`src/logic/xix_consts.svh`:
```
// ~~~~~~~~~~~~~~~~~~~~~~~~~~~~~~~~~~~~~~~~
// Index stack slice constants
// ~~~~~~~~~~~~~~~~~~~~~~~~~~~~~~~~~~~~~~~~
`ifndef XIX_CONSTS_SVH
`define XIX_CONSTS_SVH

`define XIX_XPT_W      5
`define XIX_XPT_FIRST  4          // First active step.
`define XIX_XPT_LAST   9          // Last active step.
`define XIX_BYTE_W     8
`define XIX_WORD_W     16
`define XIX_RAM_AW     8          // SP low bits index the RAM.
`define XIX_SP_RESET   16'hffff   // Same as a Z80 after reset.

`define XIX_LD_IX      2'd0
`define XIX_LD_IY      2'd1
`define XIX_LD_SP      2'd2

`endif

```
`src/logic/xix_pkg.sv`:
```
// ~~~~~~~~~~~~~~~~~~~~~~~~~~~~~~~~~~~~~~~~
// Index stack slice types
// ~~~~~~~~~~~~~~~~~~~~~~~~~~~~~~~~~~~~~~~~
`include "xix_consts.svh"

package xix_pkg;

    // Step counter, 0 is idle and 4 to 9 are active.
    typedef logic [`XIX_XPT_W-1:0] xpt_t;

    typedef enum logic {
        OP_POP  = 1'b0,
        OP_PUSH = 1'b1
    } xix_op_e;

    // ~~~~~~~~~~~~~~~~~~~~~~~~~~~~~~~~~~~~~~~~
    // Control strobes, one bit each
    // ~~~~~~~~~~~~~~~~~~~~~~~~~~~~~~~~~~~~~~~~
    typedef struct packed {
        logic sel_ad_sp;   // SP on the RAM address.
        logic mem_rd;      // R0 read issue.
        logic mem_wr;
        logic inc_sp;
        logic dec_sp;
        logic wr_ix_lo;
        logic wr_ix_hi;
        logic wr_iy_lo;
        logic wr_iy_hi;
        logic out_hi;      // High byte onto write data.
        logic out_lo;      // Low byte onto write data.
        logic reset_xpt;
    } xix_ctrl_t;

    typedef struct packed {
        logic [`XIX_WORD_W-1:0] ix;
        logic [`XIX_WORD_W-1:0] iy;
        logic [`XIX_WORD_W-1:0] sp;
    } xix_regs_t;

endpackage

```
`src/logic/decoder_pop_xix.sv`:
```
// ~~~~~~~~~~~~~~~~~~~~~~~~~~~~~~~~~~~~~~~~
// POP IX/IY step decoder
// ~~~~~~~~~~~~~~~~~~~~~~~~~~~~~~~~~~~~~~~~
module decoder_pop_xix (
    input  xix_pkg::xpt_t      xpt,
    input  logic               enable,
    input  logic               is_y,
    output xix_pkg::xix_ctrl_t ctrl
);

    logic       grp_4_7;
    logic       grp_8_9;
    logic [9:4] st;
    logic       r0;
    logic       r2;

    // ~~~~~~~~~~~~~~~~~~~~~~~~~~~~~~~~~~~~~~~~
    // Two-level state decode
    // ~~~~~~~~~~~~~~~~~~~~~~~~~~~~~~~~~~~~~~~~
    assign grp_4_7 = enable && (xpt[4:2] == 3'b001);    // 0_01xx.
    assign grp_8_9 = enable && (xpt[4:1] == 4'b0100);   // 0_100x.

    assign st[4] = grp_4_7 && (xpt[1:0] == 2'b00);
    assign st[5] = grp_4_7 && (xpt[1:0] == 2'b01);
    assign st[6] = grp_4_7 && (xpt[1:0] == 2'b10);
    assign st[7] = grp_4_7 && (xpt[1:0] == 2'b11);
    assign st[8] = grp_8_9 && !xpt[0];
    assign st[9] = grp_8_9 && xpt[0];

    // R0 and R2 of both byte reads; 5 and 8 are the R1 wait and only need
    // the address held.
    assign r0 = st[4] | st[7];
    assign r2 = st[6] | st[9];

    always_comb begin
        ctrl           = '0;
        ctrl.sel_ad_sp = r0 | st[5] | st[8] | r2;   // States 4 to 9.
        ctrl.mem_rd    = r0;
        ctrl.inc_sp    = r2;

        // Low byte arrives in 6, high byte in 9.
        ctrl.wr_ix_lo  = st[6] && !is_y;
        ctrl.wr_iy_lo  = st[6] && is_y;
        ctrl.wr_ix_hi  = st[9] && !is_y;
        ctrl.wr_iy_hi  = st[9] && is_y;

        ctrl.reset_xpt = st[9];
    end

endmodule

```
`src/logic/decoder_push_xix.sv`:
```
// ~~~~~~~~~~~~~~~~~~~~~~~~~~~~~~~~~~~~~~~~
// PUSH IX/IY step decoder
// ~~~~~~~~~~~~~~~~~~~~~~~~~~~~~~~~~~~~~~~~
module decoder_push_xix (
    input  xix_pkg::xpt_t      xpt,
    input  logic               enable,
    input  logic               is_y,
    output xix_pkg::xix_ctrl_t ctrl
);

    logic       grp_4_7;
    logic       grp_8_9;
    logic [9:4] st;
    logic       pre_dec;
    logic       wr_slot;

    // ~~~~~~~~~~~~~~~~~~~~~~~~~~~~~~~~~~~~~~~~
    // Two-level state decode
    // ~~~~~~~~~~~~~~~~~~~~~~~~~~~~~~~~~~~~~~~~
    assign grp_4_7 = enable && (xpt[4:2] == 3'b001);
    assign grp_8_9 = enable && (xpt[4:1] == 4'b0100);

    assign st[4] = grp_4_7 && (xpt[1:0] == 2'b00);
    assign st[5] = grp_4_7 && (xpt[1:0] == 2'b01);
    assign st[6] = grp_4_7 && (xpt[1:0] == 2'b10);
    assign st[7] = grp_4_7 && (xpt[1:0] == 2'b11);
    assign st[8] = grp_8_9 && !xpt[0];
    assign st[9] = grp_8_9 && xpt[0];

    assign pre_dec = st[4] | st[7];   // SP moves before each byte.
    assign wr_slot = st[6] | st[9];

    always_comb begin
        ctrl           = '0;
        ctrl.sel_ad_sp = pre_dec | st[5] | st[8] | wr_slot;
        ctrl.dec_sp    = pre_dec;
        ctrl.mem_wr    = wr_slot;

        // High byte to SP-1 first, then low byte to SP-2.
        ctrl.out_hi    = st[6];
        ctrl.out_lo    = st[9];

        ctrl.reset_xpt = st[9];
    end

    // The byte source is picked downstream from the latched select.
    always_comb begin
        if (enable) begin
            assert (!$isunknown(is_y) || !wr_slot)
                else $error("push data select unknown during a write");
        end
    end

endmodule

```
`src/logic/xpt_sequencer.sv`:
```
// ~~~~~~~~~~~~~~~~~~~~~~~~~~~~~~~~~~~~~~~~
// XPT step sequencer
// ~~~~~~~~~~~~~~~~~~~~~~~~~~~~~~~~~~~~~~~~
`include "xix_consts.svh"

module xpt_sequencer (
    input  logic               clk,
    input  logic               rst_n,
    input  logic               start,
    input  xix_pkg::xix_op_e   op,
    input  logic               is_y,
    output xix_pkg::xix_ctrl_t ctrl,
    output logic               is_y_q,
    output logic               busy,
    output logic               done
);

    import xix_pkg::*;

    xpt_t      xpt;
    xix_op_e   op_q;
    xix_ctrl_t ctrl_pop;
    xix_ctrl_t ctrl_push;
    logic      accept;

    assign busy   = (xpt != '0);
    assign accept = start && !busy;

    always_ff @(posedge clk) begin
        if (!rst_n) begin
            xpt    <= '0;
            op_q   <= OP_POP;
            is_y_q <= 1'b0;
            done   <= 1'b0;
        end else begin
            done <= ctrl.reset_xpt;          // One cycle after the last step.
            if (accept) begin
                xpt    <= xpt_t'(`XIX_XPT_FIRST);
                op_q   <= op;
                is_y_q <= is_y;
            end else if (ctrl.reset_xpt) begin
                xpt <= '0;
            end else if (busy) begin
                xpt <= xpt + 1'b1;
            end
        end
    end

    decoder_pop_xix decoder_pop_xix_inst (
        .xpt    (xpt),
        .enable (op_q == OP_POP),
        .is_y   (is_y_q),
        .ctrl   (ctrl_pop)
    );

    decoder_push_xix decoder_push_xix_inst (
        .xpt    (xpt),
        .enable (op_q == OP_PUSH),
        .is_y   (is_y_q),
        .ctrl   (ctrl_push)
    );

    assign ctrl = xix_ctrl_t'(ctrl_pop | ctrl_push);   // Only one side is enabled.

    a_no_start_busy: assert property (@(posedge clk) disable iff (!rst_n)
        busy |-> !start) else $error("start while busy");

    a_xpt_range: assert property (@(posedge clk) disable iff (!rst_n)
        (xpt == '0) || (xpt >= `XIX_XPT_FIRST && xpt <= `XIX_XPT_LAST))
        else $error("XPT out of range");

    a_sp_dir: assert property (@(posedge clk) disable iff (!rst_n)
        !(ctrl.inc_sp && ctrl.dec_sp)) else $error("SP inc and dec together");

endmodule

```
`src/logic/index_regs.sv`:
```
// ~~~~~~~~~~~~~~~~~~~~~~~~~~~~~~~~~~~~~~~~
// IX, IY and SP registers
// ~~~~~~~~~~~~~~~~~~~~~~~~~~~~~~~~~~~~~~~~
`include "xix_consts.svh"

module index_regs (
    input  logic                    clk,
    input  logic                    rst_n,
    input  xix_pkg::xix_ctrl_t      ctrl,
    input  logic                    is_y_q,
    input  logic                    ld,
    input  logic [1:0]              ld_sel,
    input  logic [`XIX_WORD_W-1:0]  ld_data,
    input  logic [`XIX_BYTE_W-1:0]  rdata,
    output xix_pkg::xix_regs_t      regs,
    output logic [`XIX_RAM_AW-1:0]  addr,
    output logic [`XIX_BYTE_W-1:0]  wdata,
    output logic                    we
);

    logic                   ld_ok;
    logic [`XIX_WORD_W-1:0] src;

    // sel_ad_sp covers every active step, so it doubles as busy here.
    assign ld_ok = ld && !ctrl.sel_ad_sp;

    always_ff @(posedge clk) begin
        if (!rst_n) begin
            regs.ix <= '0;
            regs.iy <= '0;
            regs.sp <= `XIX_SP_RESET;
        end else begin
            if (ctrl.inc_sp) begin
                regs.sp <= regs.sp + 1'b1;
            end else if (ctrl.dec_sp) begin
                regs.sp <= regs.sp - 1'b1;
            end

            if (ctrl.wr_ix_lo) regs.ix[7:0]  <= rdata;
            if (ctrl.wr_ix_hi) regs.ix[15:8] <= rdata;
            if (ctrl.wr_iy_lo) regs.iy[7:0]  <= rdata;
            if (ctrl.wr_iy_hi) regs.iy[15:8] <= rdata;

            if (ld_ok) begin
                case (ld_sel)
                    `XIX_LD_IX: regs.ix <= ld_data;
                    `XIX_LD_IY: regs.iy <= ld_data;
                    `XIX_LD_SP: regs.sp <= ld_data;
                    default:    ;                         // Code 3 is ignored.
                endcase
            end
        end
    end

    // ~~~~~~~~~~~~~~~~~~~~~~~~~~~~~~~~~~~~~~~~
    // RAM side
    // ~~~~~~~~~~~~~~~~~~~~~~~~~~~~~~~~~~~~~~~~
    assign addr  = ctrl.sel_ad_sp ? regs.sp[`XIX_RAM_AW-1:0] : '0;
    assign src   = is_y_q ? regs.iy : regs.ix;
    assign wdata = ctrl.out_hi ? src[15:8] :
                   ctrl.out_lo ? src[7:0]  : '0;
    assign we    = ctrl.mem_wr;

    a_one_byte_wr: assert property (@(posedge clk) disable iff (!rst_n)
        $onehot0({ctrl.wr_ix_lo, ctrl.wr_ix_hi, ctrl.wr_iy_lo, ctrl.wr_iy_hi}))
        else $error("more than one register byte write");

    // Loaded data must come from a read issued two cycles earlier.
    a_rd_to_wr: assert property (@(posedge clk) disable iff (!rst_n)
        (ctrl.wr_ix_lo || ctrl.wr_ix_hi || ctrl.wr_iy_lo || ctrl.wr_iy_hi)
        |-> $past(ctrl.mem_rd, 2)) else $error("register byte load without R0");

endmodule

```
`src/logic/stack_ram.sv`:
```
// ~~~~~~~~~~~~~~~~~~~~~~~~~~~~~~~~~~~~~~~~
// Stack RAM
// ~~~~~~~~~~~~~~~~~~~~~~~~~~~~~~~~~~~~~~~~
`include "xix_consts.svh"

module stack_ram (
    input  logic                   clk,
    input  logic [`XIX_RAM_AW-1:0] addr,
    input  logic [`XIX_BYTE_W-1:0] wdata,
    input  logic                   we,
    output logic [`XIX_BYTE_W-1:0] rdata
);

    logic [`XIX_BYTE_W-1:0] mem [0:(1 << `XIX_RAM_AW)-1];
    logic [`XIX_RAM_AW-1:0] addr_q;

    // Address captured in R0, data registered in R1, valid in R2.
    always_ff @(posedge clk) begin
        if (we) begin
            mem[addr] <= wdata;
        end
        addr_q <= addr;
        rdata  <= mem[addr_q];
    end

endmodule

```
`src/logic/xix_top.sv`:
```
// ~~~~~~~~~~~~~~~~~~~~~~~~~~~~~~~~~~~~~~~~
// Index stack slice top
// ~~~~~~~~~~~~~~~~~~~~~~~~~~~~~~~~~~~~~~~~
`include "xix_consts.svh"

module xix_top (
    input  logic                   clk,
    input  logic                   rst_n,
    input  logic                   start,
    input  xix_pkg::xix_op_e       op,
    input  logic                   is_y,
    input  logic                   ld,
    input  logic [1:0]             ld_sel,
    input  logic [`XIX_WORD_W-1:0] ld_data,
    output xix_pkg::xix_regs_t     regs,
    output logic                   busy,
    output logic                   done
);

    import xix_pkg::*;

    xix_ctrl_t              ctrl;
    logic                   is_y_q;
    logic [`XIX_RAM_AW-1:0] addr;
    logic [`XIX_BYTE_W-1:0] wdata;
    logic [`XIX_BYTE_W-1:0] rdata;
    logic                   we;

    xpt_sequencer xpt_sequencer_inst (
        .clk    (clk),
        .rst_n  (rst_n),
        .start  (start),
        .op     (op),
        .is_y   (is_y),
        .ctrl   (ctrl),
        .is_y_q (is_y_q),
        .busy   (busy),
        .done   (done)
    );

    index_regs index_regs_inst (
        .clk     (clk),
        .rst_n   (rst_n),
        .ctrl    (ctrl),
        .is_y_q  (is_y_q),
        .ld      (ld),
        .ld_sel  (ld_sel),
        .ld_data (ld_data),
        .rdata   (rdata),
        .regs    (regs),
        .addr    (addr),
        .wdata   (wdata),
        .we      (we)
    );

    stack_ram stack_ram_inst (
        .clk   (clk),
        .addr  (addr),
        .wdata (wdata),
        .we    (we),
        .rdata (rdata)
    );

endmodule

```
`config.mk`:
```
export PLATFORM = sky130hd
export DESIGN_NAME = xix_top
export DESIGN_NICKNAME = d
export VERILOG_FILES = /design/src/logic/xix_pkg.sv /design/src/logic/decoder_pop_xix.sv /design/src/logic/decoder_push_xix.sv /design/src/logic/xpt_sequencer.sv /design/src/logic/index_regs.sv /design/src/logic/stack_ram.sv /design/src/logic/xix_top.sv
export VERILOG_INCLUDE_DIRS = /design/src /design/src/logic
export SDC_FILE = /design/constraint.sdc
export NUM_CORES = 2
export LEC_CHECK = 0
export ABC_AREA = 1
export ABC_CLOCK_PERIOD_IN_PS = 13800
export BUFFER_PORTS_ARGS = -buffer_cell sky130_fd_sc_hd__buf_4
export CORE_AREA = 2 2 444 446
export DETAILED_ROUTE_END_ITERATION = 6
export DIE_AREA = 0 0 446 448
export PLACE_DENSITY = 0.73
export SYNTH_ARGS = -nofsm -noshare
export SYNTH_HDL_FRONTEND = slang
export SYNTH_HIERARCHICAL = 1
export SYNTH_SLANG_ARGS = --single-unit
```
`constraint.sdc`:
```
create_clock -name clk -period 13.8 [get_ports clk]
set_clock_uncertainty 0.05 [all_clocks]
set_input_delay 1.38 -clock clk [delete_from_list [all_inputs] [get_ports clk]]
set_output_delay 1.38 -clock clk [all_outputs]
set_load 0.01 [all_outputs]
```
==> flow_metrics.tcl <==
set metrics [dict create \
    first_global_vias 55580 \
    antenna_found_initial 5 \
    cts_setup_buffers 0 \
    die_w_um 446 \
    overflow 0 \
    power.total_mw 16.0 \
    yosys_warnings 6 \
    worst_pin_slew_ns 1.33 \
    synthCells 7577 \
    vias 58874 \
    power_density_nw_per_um2 167 \
    cp-start-kind "flip-flop" \
    path_class "flip-flop to flip-flop" \
    placed_area_um2 89300 \
    dp_hpwl_um 122000 \
    post_cts_resized 0 \
    syn-cell-area_um2 87400 \
    hold_buffers 0 \
    die-area_um2 200000 \
    cp_cell_sequence "inv_16, buf_12, buf_12, nand2_1, nand3_1, nand3_1, nand3_1, nand3_1, nand3_1, nand3_1, nand2_1, nand2_1, nand2_1" \
    vdd_ir_drop_max_uv 163 \
    port_buffers 73 \
    grt_pass1_wl_um 339000 \
    drcViolationCount 1 \
    cp_data_required_time_ns 14.54 \
    final_hold_viol_count 0 \
    io_pins 74 \
    final-setup-viol-count 0 \
    instances_no_fill 10131 \
    cts_sinks 2120 \
    grt.total_usage 0.221 \
    period_needed_ns 5.09 \
    core_um2 195000 \
    avgSynthCellArea_um2 11.5 \
    root_buffer "clkbuf_16" \
    slew_viol_final 0 \
    rows 162 \
    cts_buffer_depth 3 \
    slowest_delay_ns 0.77 \
    first_pass_iters 7 \
    fin_nets 7448 \
    cts_tree "yes" \
    h-tree-depth 4 \
    clock_latency_ns 0.86 \
    status "finished with violations" \
    cts_buffers 207 \
    die_h_um 448 \
    drive_gt1_frac 0.0669 \
    hold_path.class "flip-flop to flip-flop" \
    avgViaCountPerCell 5.81 \
    cp_slowest_cell "buf_12" \
    wl_per_cell_um 22.3 \
    tns_ns 0 \
    drv_cap 0 \
    area_delta_synth_final_pct 9.48 \
    utilization 0.492 \
    whs_ns 0.519 \
    max_freq_mhz 196 \
    place.gp.congestion 0.865 \
    rsz0062_at_grt "no" \
    place_inst 9753 \
    final_area_um2 95700 \
    critPathCaptureType "flip-flop" \
    slew_headroom 0.115 \
    critical-path-top-cell-by-count "nand3_1" \
    place_ws_ns 9.03 \
    violations "design-rule violations" \
    arrival_ns 5.83 \
    leakage_nw 33.6 \
    wl_um 226000 \
    clkTransAtPathRegs_ns 0.06 \
    fin_crit_sh 0.369 \
    setup_ws_ns 8.71 \
    cp_max_fo 240 \
    first_iter_violations 8008 \
    initial_core_util 0.449 \
    ant_nets 0 \
    grt_max_degree 241 \
]
==> cell type report <==
| cell class | count | area (µm²) |
|---|---|---|
| fillers | 16376 | 98900 |
| clock buffers | 261 | 5400 |
| repair buffers | 147 | 1220 |
| multi-input cells | 4821 | 21400 |
| well taps | 2542 | 3180 |
| inverters | 123 | 500 |
| flip-flops and latches | 2120 | 63000 |
| clock inverters | 116 | 1000 |
| diodes | 1 | 2.50 |
==> sequential cells by signal, summed over array words and instances (netlist names) <==
signal / count
stack_ram_inst/rdata: 8
stack_ram_inst/addr_q: 8
xpt_sequencer_inst/is_y_q: 1
xpt_sequencer_inst/xpt: 5
xpt_sequencer_inst/done: 1
xpt_sequencer_inst/op_q: 1
stack_ram_inst/mem: 2048
index_regs_inst/regs: 48
==> critical path, delay by kind of cell, from the launching register on <==
family	cells	cell delay (ns)
buffers and inverters	3	1.96
and+or+nand+nor	10	1.53
DFF	1	0.55
==> power by group <==
| group | leakage (nW) | total (mW) | internal [mW] | switching, mW |
|---|---|---|---|---|
| combinational | 11.0 | 3.05 | 0.725 | 2.33 |
| clock | 3.12 | 5.34 | 2.94 | 2.40 |
| sequential | 19.5 | 7.60 | 7.47 | 0.129 |
==> final timing paths <==
check / to / cells after the start / from / slack [ns]
worst max register to register: stack_ram_inst/rdata[7] / 13 / stack_ram_inst/addr_q[0] / 8.71
worst max-delay path: stack_ram_inst/rdata[7] / 13 / stack_ram_inst/addr_q[0] / 8.71
worst min-delay path: index_regs_inst/regs[15] / 3 / index_regs_inst/regs[15] / 0.52
worst min register to register: index_regs_inst/regs[15] / 3 / index_regs_inst/regs[15] / 0.52
==> per-layer routing <==
layer / track usage / wire (µm) / vias to the layer above
met1: 0.301 / 86500 / 28597
met2: 0.352 / 107000 / 3393
met5: 0 / 43 / -
met3: 0.0399 / 23400 / 485
li1: - / - / 26393
met4: 0.0913 / 8700 / 6
==> cell usage in the layout, fill, tap and decap left out, types with 4 or more instances in the layout <==
cell       instances
nand2_1         2224
nand3_1         2068
edfxtp_1        2048
nor2_1           320
clkbuf_16        207
buf_4            138
inv_1            111
dfxtp_1           67
clkbuf_1          52
clkinv_1          48
a21oi_1           38
clkinv_2          36
o21ai_0           32
o21ai_1           29
mux2_2            20
or2_2             10
buf_12             9
conb_1             9
inv_16             8
bufinv_16          8
nor2_2             8
nand4_1            8
inv_2              7
nor2_4             6
o21ai_4            6
clkinv_16          5
inv_6              5
nand2_2            5
xor2_1             4
o21bai_1           4
ha_1               4
dfxtp_4            4
Note: power is estimated with default switching activity, not from simulation.
